File: config.mk
export PLATFORM = sky130hd
export DESIGN_NAME = hazard_unit
export DESIGN_NICKNAME = d
export VERILOG_FILES = /design/src/isa_pkg.sv /design/src/pipe_pkg.sv /design/src/hazard_unit.sv
export SDC_FILE = /design/constraint.sdc
export NUM_CORES = 1
export LEC_CHECK = 0
export BUFFER_PORTS_ARGS = -buffer_cell sky130_fd_sc_hd__buf_2
export CELL_PAD_IN_SITES_DETAIL_PLACEMENT = 1
export CELL_PAD_IN_SITES_GLOBAL_PLACEMENT = 2
export CORE_MARGIN = 3
export CORE_UTILIZATION = 16
export DETAILED_ROUTE_END_ITERATION = 12
export GPL_TIMING_DRIVEN = 0
export PLACE_DENSITY = 0.79
export SYNTH_ARGS = -nofsm -noshare
export SYNTH_HDL_FRONTEND = slang
export SYNTH_SLANG_ARGS = --single-unit
File: constraint.sdc
create_clock -name vclk -period 1
set_input_delay 0.05 -clock vclk [all_inputs]
set_output_delay 0.05 -clock vclk [all_outputs]
set_load 0.05 [all_outputs]
File: src/isa_pkg.sv
package isa_pkg;

  typedef logic [63:0] word_t;     // Register and memory data
  typedef logic [31:0] instr_t;
  typedef logic [4:0]  reg_idx_t;

  localparam reg_idx_t zero_reg = 5'd31;  // XZR

  // Opcodes of the supported subset
  localparam logic [10:0] opcode_add  = 11'b10001011000;
  localparam logic [10:0] opcode_sub  = 11'b11001011000;
  localparam logic [10:0] opcode_and  = 11'b10001010000;
  localparam logic [10:0] opcode_orr  = 11'b10101010000;
  localparam logic [10:0] opcode_ldur = 11'b11111000010;
  localparam logic [10:0] opcode_stur = 11'b11111000000;
  localparam logic [9:0]  opcode_addi = 10'b1001000100;  // I-type, 10-bit opcode

  localparam word_t pc_step = 64'd4;

  // Instruction field positions
  localparam int rd_lsb          = 0;
  localparam int rn_lsb          = 5;
  localparam int imm12_lsb       = 10;   // ADDI immediate
  localparam int dt_addr_lsb     = 12;   // D-type 9-bit offset
  localparam int rm_lsb          = 16;
  localparam int opcode_lsb      = 21;
  localparam int addi_opcode_lsb = 22;
  localparam int reg2loc_bit     = 28;   // Set for D-type and ADDI

endpackage

File: src/pipe_pkg.sv
package pipe_pkg;

  typedef enum logic [1:0] {
    alu_add,       // Zero so a bubble decodes as add
    alu_sub,
    alu_and,
    alu_orr
  } alu_op_t;

  // All zeros is a bubble
  typedef struct packed {
    alu_op_t alu_op;
    logic    alu_src;      // Second operand from offset
    logic    mem_read;
    logic    mem_write;
    logic    reg_write;
    logic    mem_to_reg;
  } ctrl_t;

  typedef enum logic [1:0] {
    from_reg,
    from_mem,
    from_wb
  } fwd_sel_t;

  typedef struct packed {
    isa_pkg::instr_t instruction;
  } if_id_t;

  typedef struct packed {
    ctrl_t             ctrl;
    isa_pkg::word_t    rn_data;
    isa_pkg::word_t    rm_data;
    isa_pkg::word_t    offset;
    isa_pkg::reg_idx_t rd;
    isa_pkg::reg_idx_t rn;  // Source indexes for forwarding
    isa_pkg::reg_idx_t rm;
  } id_ex_t;

  typedef enum logic {
    hold,
    bubble
  } stall_action_t;

endpackage

File: src/hazard_unit.sv
module hazard_unit (
  input  isa_pkg::reg_idx_t  id_rn,
  input  isa_pkg::reg_idx_t  id_rm,
  input  isa_pkg::reg_idx_t  ex_rn,
  input  isa_pkg::reg_idx_t  ex_rm,
  input  isa_pkg::reg_idx_t  ex_rd,
  input  logic               ex_mem_read,
  input  isa_pkg::reg_idx_t  mem_rd,
  input  logic               mem_reg_write,
  input  isa_pkg::reg_idx_t  wb_rd,
  input  logic               wb_reg_write,
  output logic               stall,
  output pipe_pkg::fwd_sel_t fwd_a,
  output pipe_pkg::fwd_sel_t fwd_b
);

  logic load_rd_live;

  // Newer MEM result wins over the WB result
  function automatic pipe_pkg::fwd_sel_t select_fwd(isa_pkg::reg_idx_t src);
    if (mem_reg_write && mem_rd != isa_pkg::zero_reg && mem_rd == src) begin
      return pipe_pkg::from_mem;
    end
    if (wb_reg_write && wb_rd != isa_pkg::zero_reg && wb_rd == src) begin
      return pipe_pkg::from_wb;
    end
    return pipe_pkg::from_reg;
  endfunction

  assign load_rd_live = ex_mem_read && ex_rd != isa_pkg::zero_reg;
  assign stall        = load_rd_live && (ex_rd == id_rn || ex_rd == id_rm);  // Load-use

  always_comb begin
    fwd_a = select_fwd(ex_rn);
    fwd_b = select_fwd(ex_rm);
  end

endmodule

Word-level counts from Yosys, hierarchy flattened
Index checks and enable logic that the tools add are counted.
{"block": "totals", "ff_bits": 0, "latch_bits": 0, "mem_bits_rw": 0, "mem_bits_ro": 0, "input_bits": 38, "output_inout_bits": 5, "word_cells": 32, "memories": 0}
{"block": "classes", "add_sub_neg": 0, "multipliers": 0, "n_div": 0, "n_lt_le_gt_ge": 0, "eq_ne": 9, "shifts": 0, "mux": 14, "bitwise": 0, "reduce_logical": 9}
{"cell": "$eq 5x5->1", "count": 6}
{"cell": "$mux 2", "count": 8}
{"cell": "$ne 5x5->1 const B", "count": 3}
{"cell": "$logic_and 1x1->1", "count": 8}
{"cell": "$mux 1", "count": 6}
{"cell": "$logic_or 1x1->1", "count": 1}

Depth between registers and ports, before layout
Gate-level depths: netlist of the first run.
{"block": "logic_depth", "depth_word": 7, "depth_mapped": 4, "ltp_nobuf": 4}

Worst setup path after synthesis of the first run
No wires, ideal clock.
{"block": "synth_path", "path_type": "input -> output", "start": "in mem_rd[2]", "end": "out fwd_a[1]", "arrival_ps": 2377, "required_ps": 950, "setup_slack_ps": -1427, "cell_stages": 4, "n_path_buf": 0, "path_cell_list": "nand3_1 o21ai_0 nor4_1 nor4_2"}
{"block": "synth_between", "elab_chain_cells": 5, "elab_cells_between_ends": 6, "cone_classes": "eq/ne (2); mux (2); reduce/logical (2)"}
{"item": "start: declaration", "line_no": "hazard_unit.sv:8", "rtl": "input isa_pkg::reg_idx_t mem_rd,"}
{"item": "$ne 5x5->1", "line_no": "hazard_unit.sv:21", "rtl": "if (mem_reg_write && mem_rd != isa_pkg::zero_reg && mem_rd == src) begin"}
{"item": "$logic_and 1x1->1", "line_no": "hazard_unit.sv:21"}
{"item": "$logic_and 1x1->1 (*)", "line_no": "hazard_unit.sv:21"}
{"item": "$mux 1 (*)", "line_no": "hazard_unit.sv:21"}
{"item": "$mux 2 (*)", "line_no": "hazard_unit.sv:24", "rtl": "if (wb_reg_write && wb_rd != isa_pkg::zero_reg && wb_rd == src) begin"}
{"item": "end: declaration", "line_no": "hazard_unit.sv:13", "rtl": "output pipe_pkg::fwd_sel_t fwd_a,"}
Every way passes the cells marked *; elsewhere a longest branch is shown, timed or not.

Final worst setup path of the first run
{"block": "layout_path", "start": "in wb_rd[4]", "end": "out fwd_b[1]"}
{"block": "layout_between", "elab_chain_cells": 7, "elab_cells_between_ends": 9, "cone_classes": "eq/ne (2); mux (5); reduce/logical (2)"}
{"item": "start: declaration", "line_no": "hazard_unit.sv:10", "rtl": "input isa_pkg::reg_idx_t wb_rd,"}
{"item": "$ne 5x5->1", "line_no": "hazard_unit.sv:24"}
{"item": "$logic_and 1x1->1", "line_no": "hazard_unit.sv:24"}
{"item": "$logic_and 1x1->1 (*)", "line_no": "hazard_unit.sv:24"}
{"item": "$mux 1 (2 in a row)", "line_no": "hazard_unit.sv:24"}
{"item": "$mux 2 (*)", "line_no": "hazard_unit.sv:27", "rtl": "return pipe_pkg::from_reg;"}
{"item": "$mux 2 (*)", "line_no": "hazard_unit.sv:24"}
{"item": "end: declaration", "line_no": "hazard_unit.sv:14", "rtl": "output pipe_pkg::fwd_sel_t fwd_b"}
Every way passes the cells marked *; elsewhere a longest branch is shown, timed or not. The select of a mux whose other input is x is not followed.

==> results of run 1 <==
==> cell usage after synthesis (all sizes together) <==
cell	instances
xor2	20
xnor2	10
nand3	7
nor4	4
nand2	3
o21ai	3
nor3	2
or4	2
a21oi	1
==> where the power goes <==
part           switching, mW  total [mW]  internal, mW
clock                      0           0             0
combinational          0.205       0.449         0.244
sequential                 0           0             0
==> per-layer routing <==
metal  part of all wire (%)  GRT usage, %  up-vias
met2                     58         23.48       31
met1                     34         11.99      254
li1                       -             -      274
met3                    8.3         1.869        0
met5                      0             0        -
met4                      0             0        0
==> worst min-delay path: stages <==
cell	delay (ns)
buf_2	0.09
o21ai_0	0.13
a21oi_4	0.04
buf_6	0.14
==> cells in the final DEF, fill, tap and decap left out <==
cell type  netlist  routed
xnor2_4          0       2
buf_2            0      21
nor4_4           0       4
buf_8            0       7
or4_4            0       2
nor3_2           0       2
o21ai_4          0       1
xor2_2           0       2
a21oi_4          0       1
nand2_1          3       2
xnor2_2          0       4
o21ai_0          2       1
xor2_1          20      17
nand2_4          0       1
buf_4            0       2
nand3_4          0       1
o21ai_1          1       1
buf_12           0       2
xnor2_1         10       4
xor2_4           0       1
nand3_1          7       3
buf_6            0      13
nand3_2          0       3
==> through the flow <==
| stage | setup slack, ns | hold WS (ns) | TNS (ns) |
|---|---|---|---|
| after floorplan | -0.4480 | 0.3157 | -1.108 |
| after global placement | -0.5262 | 0.5616 | -1.706 |
| after detailed placement | -0.5270 | 0.5618 | -1.789 |
| after CTS | -0.2647 | 0.5097 | -0.8000 |
| after global routing | -0.3127 | 0.5296 | -1.025 |
| final | -0.2553 | 0.5067 | -0.6922 |
==> what timing repair did <==
item	CTS	global route
resized for setup	51	23
setup buffers	1	1
setup endpoints to repair	5	5
pin swaps	22	11
endpoints found under the hold margin	0	0
gates cloned	0	0
==> how the worst min path moves through the flow <==
stage                        from       end  cells past startpoint
global placement      ex_mem_read     stall                      4
CTS                   ex_mem_read     stall                      4
floorplan             ex_mem_read     stall                      2
finish                ex_mem_read     stall                      4
global route        mem_reg_write  fwd_b[0]                      4
detailed placement    ex_mem_read     stall                      4
==> logic make-up (layout without fill, tap and decap cells) <==
family | count (synthesis) | in the layout
compound gates | 4 | 4
buf+inv | 0 | 45
xor+xnor | 30 | 30
simple gates | 18 | 18
==> cell type report <==
type / instances / share of cell area, %
multi-input cells: 52 / 57.95
well taps: 28 / 3.298
repair buffers: 45 / 38.75
==> impl_results.md, run 1 <==
* Port-buffer cells at 43
* Initial core utilization at 17.21%
* Adder-cell area share of the yosys netlist at 0%
* Clk_buf instances at 0
* Die W at 55.48 microns
* Vias per cell at 4.472
* Critical Setup Path Class: input pin to primary output
* Crit path depth at 5
* Initial DRC Count at 8
* Power per cell area at 422.3 nW/um^2
* Critical Path Start: wb_rd[4]
* Synth warn at 0
* Crit path arrival time at 1.21 ns
* Max-cap violation count at 0
* Hold Crit Class: input pin to primary output
* Failing checks: negative setup slack
* Tcrit/Tclk final at 125.5%
* Post-cts hold buffer count at 0
* XOR/XNOR Fraction of Synth Area at 67.09%
* CP endpoint: fwd_b[1]
* Critical Path Sink Type: primary output
* Crit path max-delay cell type: or4_4
* Register area at 0 sq um
* Fin nets at 137
* Drc violations at 0
* Worst EP required at 0.95 ns
* Total track usage at 11.20%
* Sequential area share after synthesis at 0%
* Area leader, netlist: xor2_1
* Final hold vios at 0
* Setup ws final at -0.2553 ns
* Synth area leaders: xor2_1 45%, xnor2_1 22%, nand3_1 8.9%
* Placed cells at 123
* Post-Synth Simple-Gate Area at 27.80%
* Antenna violations before repair at 0
* Mux contribution to synthesized area at 0%
* CP top delay family: simple AND/OR/NAND/NOR gates
* Synth Cell Area at 391.6 sq um
* Via count at 559
* Routed WL per cell at 13.94 microns
* Worst path bufs/invs at 2
* Rows at 17
* Pin count of the biggest net entering global routing at 4
* Ports at 43
* GPL Wtd Cong at 0.8144
* Placed instance area at 753.2 sq um
* Post-route cell area at 1062 sq um
* Synth top area share at 44.73%
* Unrepaired setup endpoints after global routing: yes
* PnR Total Power at 0.4486 mW
* Complex-gate fraction of the synthesized area at 5.112%
* CORE AREA at 2276 sq um
* Grt total ovfl at 0
* Area Overhead vs Synth at 171.2%
* Final core occ at 46.67%
* Cell seen most often among critical-path stages: buf_6
* Largest family of logic cells by synthesized area: XOR/XNOR gates
* Fin. max-slew vios at 0
* FMAX at 796.7 MHz
* First-pass GRT wire length at 2.891 mm
* Post-Syn Nets at 90
* Status: complete, but fails checks
* Post-synth cell types at 11
* Fin cells at 125
* Seq cells at 0
* Mean area per synthesized cell at 7.531 sq um
* Share of layout cells above drive strength 1 at 71.13%
* Post-Route WL at 1.743 mm
* Leak at 0.4363 nW
* CP max FO at 3
* Worst slew margin at 78.01%
* Critical path launch point type: input pin
* Worst slew pin tran at 0.3273 ns
* CP max stage delay at 0.55 ns
* Worst IR drop on VDD at 0.1982 mV
* Gate Count Post-Synth at 52
* Area of the multi-input gates at 615.6 sq um
* Remaining antenna violation count at 0
* Die Y-Extent at 55.48 microns
* Ant diodes at 0
* Setup Viol. Count Final at 5
* # fillers at 255
* Die area at 3077 sq um
* Vias in the first global route at 652
* Final min period at 1.255 ns
* DR pass1 iterations at 2
* CP Cell Sequence: buf_6 > xor2_1 > or4_4 > nor4_4 > buf_6
No activity file was read; power rests on OpenSTA's default activity.
==> run 2: changes to the inputs <==
Settings changed: GPL_TIMING_DRIVEN 0 to unset, RECOVER_POWER set to 25.
==> run 2 against run 1 <==
- the flow still finishes with violations (negative setup slack)
- cell count increased by 8.0%
- count of clock-buffer cells in the layout unchanged
- sequential cell count unchanged
- combinational power decreased by 1%
- largest cell class unchanged
- sequential share of layout area unchanged
- routed wire length decreased by 0.75%
- global-route usage increased by 0.19 points
- design area increased by 0.59%
- utilization increased by 0.27 points
- total power decreased by 1.1%
- largest power group unchanged
- via count increased by 5.7%
==> impl_results.md, run 2 (synthesis gave the netlist of run 1 again) <==
* Hold-critical path depth at 4 (unchanged)
* Seq cells at 0 (unchanged)
* Die W at 55.48 microns (unchanged)
* Ports at 43 (unchanged)
* Crit path arrival time at 1.20 ns (about the same)
* Grt total ovfl at 0 (unchanged)
* Final core occ at 46.95% (+0.27 points)
* Failing checks: negative setup slack
* Remaining antenna violation count at 0 (unchanged)
* Port-buffer cells at 43 (unchanged)
* Fin. max-slew vios at 0 (unchanged)
* Hold Crit Start: ex_mem_read
* Worst Hold Path EP: stall
* Setup Viol. Count Final at 5 (unchanged)
* Ant diodes at 0 (unchanged)
* Initial DRC Count at 6 (-2)
* Final hold vios at 0 (unchanged)
* Commonest non-fill, non-tap cell in the layout: buf_2
* FMAX at 800.5 MHz (+0.48%)
* Total track usage at 11.39% (+0.19 points)
* GPL Wtd Cong at 0.8040 (-1.3%)
* Initial core utilization at 17.21% (unchanged)
* Final min period at 1.249 ns (-0.006044 ns)
* Register area at 0 sq um (unchanged)
* Drc violations at 0 (unchanged)
* CP max FO at 3 (unchanged)
* Worst slew margin at 77.47% (-0.54 points)
* First-pass GRT wire length at 2.967 mm (+2.6%)
* Antenna violations before repair at 0 (unchanged)
* Setup ws final at -0.2492 ns (+0.006044 ns)
* Power per cell area at 415.0 nW/um^2 (-1.7%)
* Worst slack, placed at -0.5110 ns (+0.01600 ns)
* Critical Setup Path Class: input pin to primary output
* Commonest non-fill, non-tap cells in the layout: 24 x buf_2, 20 x buf_6, 18 x xor2_1
* PnR Total Power at 0.4435 mW (-1.1%)
* Die Y-Extent at 55.48 microns (unchanged)
* Critical Path Sink Type: primary output
* Leak at 0.4616 nW (+5.8%)
* Post-Route WL at 1.730 mm (-0.75%)
* Pin count of the biggest net entering global routing at 4 (unchanged)
* Worst slew pin tran at 0.3354 ns (+0.008072 ns)
* Die area at 3077 sq um (unchanged)
* Critical path launch point type: input pin
* Share of layout cells above drive strength 1 at 72.90% (+1.8 points)
* Worst IR drop on VDD at 0.1879 mV (-5.2%)
* Worst EP required at 0.95 ns (about the same)
* CORE AREA at 2276 sq um (unchanged)
* Unrepaired setup endpoints after global routing: yes
* Tcrit/Tclk final at 124.9% (-0.60 points)
* Via count at 591 (+5.7%)
* Setup TNS Final at -0.7750 ns (-0.08280 ns)
* Fin nets at 147 (+7.3%)
* Vias in the first global route at 663 (+1.7%)
* Hold Crit Class: input pin to primary output
* Area Overhead vs Synth at 172.8%
* Max-cap violation count at 0 (unchanged)
* Dpl hpwl at 1.444 mm
* Rows at 17 (unchanged)
* Status: complete, but fails checks
* Routed WL per cell at 12.81 microns (-8.1%)
* DR pass1 iterations at 2 (unchanged)
* Vias per cell at 4.378 (-2.1%)
* Clk_buf instances at 0 (unchanged)
==> run 2: cell types whose count changed in the layout (fill, tap and decap cells not counted), moves of 2 or more <==
cell | before | now
buf_6 | 13 | 20
buf_4 | 2 | 8
buf_8 | 7 | 2
buf_2 | 21 | 24
buf_12 | 2 | 0
==> run 2: power by group <==
part | internal [mW] | switching, mW | leakage (nW)
Clock | 0 | 0 | 0
Sequential | 0 | 0 | 0
Combinational | 0.241 | 0.203 | 0.462
Total | 0.241 | 0.203 | 0.462
==> run 2: layout make-up <==
| type | count | area, sq um |
|---|---|---|
| fill | 264 | 1207 |
| multi-input combinational | 52 | 590.6 |
| timing repair buffer | 55 | 442.9 |
| tap | 28 | 35.03 |
==> run 2: worst max-delay path: stages <==
cell	delay, ns
buf_8	0.10
xor2_1	0.15
or4_4	0.55
nor4_4	0.16
buf_6	0.19
==> run 2: routing by layer <==
layer | share of wire, % | GRT usage [%]
met5 | 0 | 0
met4 | 0 | 0
met3 | 6.3 | 0.9346
met2 | 56 | 22.80
met1 | 38 | 13.67
==> run 2: stage by stage <==
| stage | area (sq um) | cells | hold WS (ns) |
|---|---|---|---|
| after floorplan | 503.0 | 52 | 0.3157 |
| after global placement | 843.3 | 135 | 0.5568 |
| after detailed placement | 843.3 | 135 | 0.5642 |
| after CTS | 1017 | 135 | 0.5127 |
| after global routing | 1069 | 135 | 0.5383 |
| final | 1069 | 135 | 0.5076 |
==> run 2: how the worst max path moves through the flow <==
stage | startpoint | to | slack (ns) | cells past startpoint
2_1_floorplan | wb_rd[2] | fwd_a[1] | -0.45 | 4
6_report | wb_rd[4] | fwd_b[1] | -0.25 | 5
4_1_cts | wb_rd[4] | fwd_b[1] | -0.26 | 5
3_3_place_gp | wb_rd[2] | fwd_b[1] | -0.49 | 6
3_5_place_dp | wb_rd[2] | fwd_b[1] | -0.51 | 6
5_1_grt | ex_rn[3] | fwd_a[1] | -0.29 | 5
==> run 2: repair_timing <==
item / in CTS / in global routing
hold buffers: 0 / 0
resized for setup: 41 / 12
pin swaps: 16 / 7
endpoints found under the setup margin: 5 / 5
setup buffers: 1 / 0
cloned: 0 / 0
==> run 3: changes to the inputs <==
Settings changed: CORE_UTILIZATION 16 to 17, PLACE_DENSITY 0.79 to 0.83.
Clock period 1 ns to 1.6 ns, I/O delays scaled along.
==> run 3 against run 2 <==
- non-clock buffer count is 10 lower
- die area is 5.3% lower
- via count is 12% lower
- the run now ends clean
==> impl_results.md, run 3 (synthesis gave the netlist of run 1 again) <==
* Status: complete, no violations
* Leak at 0.3198 nW (-31%)
* Post-Route WL at 1.555 mm (-10%)
* # fillers at 278 (+5.3%)
* Setup Viol. Count Final at 0 (-5)
* Remaining antenna violation count at 0 (unchanged)
* Via count at 523 (-12%)
* CTS resizes at 0 (-100%)
* Combinational power share at 100.0% (about the same)
* Worst path bufs/invs at 2 (unchanged)
* Commonest non-fill, non-tap cell in the layout: buf_2
* Antenna violations before repair at 0 (unchanged)
* Fin cells at 124 (-8.1%)
* Final min period at 1.550 ns
* CORE AREA at 2062 sq um (-9.4%)
* Vias in the first global route at 570 (-14%)
* Grt total ovfl at 0 (unchanged)
* Die W at 54.00 microns (-2.7%)
* Register area at 0 sq um (unchanged)
* Commonest non-fill, non-tap cells in the layout: 40 x buf_2, 20 x xor2_1, 10 x xnor2_1
* Final hold vios at 0 (unchanged)
* Sw power at 0.09845 mW (-51%)
* Ant diodes at 0 (unchanged)
* Unrepaired setup endpoints after global routing: no
* Clk pwr share at 0% (unchanged)
* Placed cells at 124 (-8.1%)
* CP top delay family: simple AND/OR/NAND/NOR gates
* Initial core utilization at 18.99% (+1.8 points)
* Fin. max-slew vios at 0 (unchanged)
* Total track usage at 10.66% (-0.73 points)
* Worst slew pin tran at 0.6158 ns (+0.2804 ns)
* Post-cts hold buffer count at 0 (unchanged)
* Hold Crit Class: input pin to primary output
* Die Y-Extent at 54.00 microns (-2.7%)
* Pint at 0.08661 mW (-64%)
* Area Overhead vs Synth at 80.83%
* Power per cell area at 261.3 nW/um^2 (-37%)
* FMAX at 645.2 MHz
* Critical path launch point type: input pin
* Pin count of the biggest net entering global routing at 4 (unchanged)
* Switch share at 53.20% (+7.5 points)
* Seq cells at 0 (unchanged)
* CP max FO at 3 (unchanged)
* GPL Wtd Cong at 0.7179 (-11%)
* Seq pwr share at 0% (unchanged)
* Crit path arrival time at 1.47 ns (+0.27 ns)
* Post CTS Setup Buffer Count at 0 (-1)
* Port-buffer cells at 43 (unchanged)
* CP Cell Sequence: buf_2 > nand3_1 > o21ai_1 > or4_1 > nor4_4 > buf_4
* CP max stage delay at 0.57 ns (+0.02 ns)
* Tcrit/Tclk final at 96.87%
* Die area at 2915 sq um (-5.3%)
* Critical Path Sink Type: primary output
* First-pass GRT wire length at 2.394 mm (-19%)
* DR pass1 iterations at 2 (unchanged)
* Vias per cell at 4.218 (-3.7%)
* Rows at 16 (-1)
* Share of layout cells above drive strength 1 at 50.52% (-22 points)
* Fin nets at 137 (-6.8%)
* Worst IR drop on VDD at 0.09155 mV (-51%)
* Dpl hpwl at 1.511 mm (+4.7%)
* Ports at 43 (unchanged)
* Drc violations at 0 (unchanged)
* Critical Setup Path Class: input pin to primary output
* Routed WL per cell at 12.54 microns (-2.1%)
* Initial DRC Count at 2 (-4)
* Crit path max-delay cell type: or4_1
* Worst slew margin at 58.51% (-19 points)
* Max-cap violation count at 0 (unchanged)
* Worst EP required at 1.52 ns (+0.57 ns)
* Clk_buf instances at 0 (unchanged)
* Setup TNS Final at 0 ns (+0.7750 ns)
run 3: metrics by stage:
step | hold slack [ns] | setup slack (ns) | cell area [sq um] | utilization (%) | power, mW
floorplan | 0.3975 | 0.07097 | 439.2 | - | 0.09516
global placement | 0.5648 | 0.01583 | 703.2 | 34.10 | 0.1829
detailed placement | 0.5702 | 0.003179 | 703.2 | 34.10 | 0.1871
CTS | 0.5702 | 0.001909 | 703.2 | 34.10 | 0.1878
global route | 0.6405 | 0.006088 | 708.2 | 34.34 | 0.2039
finish | 0.5887 | 0.05012 | 708.2 | 34.34 | 0.1851
run 3: area by class of cell:
class	instances	area, sq um	area share [%]
tap	27	33.78	4.770
multi-input combinational	52	439.2	62.01
timing repair buffer	45	235.2	33.22
run 3: routing by layer:
| layer | track usage [%] | share of wire [%] |
|---|---|---|
| met1 | 13.75 | 40 |
| met2 | 20.56 | 58 |
| met3 | 0.2770 | 1.6 |
| met4 | 0 | 0 |
| met5 | 0 | 0 |
run 3: worst paths after layout:
check / end / slack [ns] / startpoint / depth (start not counted)
max: fwd_b[1] / 0.05 / wb_rd[2] / 6
min: stall / 0.59 / ex_mem_read / 4
run 3: power groups by stage:
stage                     sequential, mW  combinational (mW)  clock [mW]
final                                  0               0.185           0
after global routing                   0               0.204           0
after CTS                              0               0.188           0
after detailed placement               0               0.187           0
after global placement                 0               0.183           0
after floorplan                        0              0.0952           0
run 3: tightest hold or removal path, cell delays in order:
cell	delay [ns]
buf_2	0.09
o21ai_0	0.06
a21oi_1	0.05
clkbuf_2	0.23
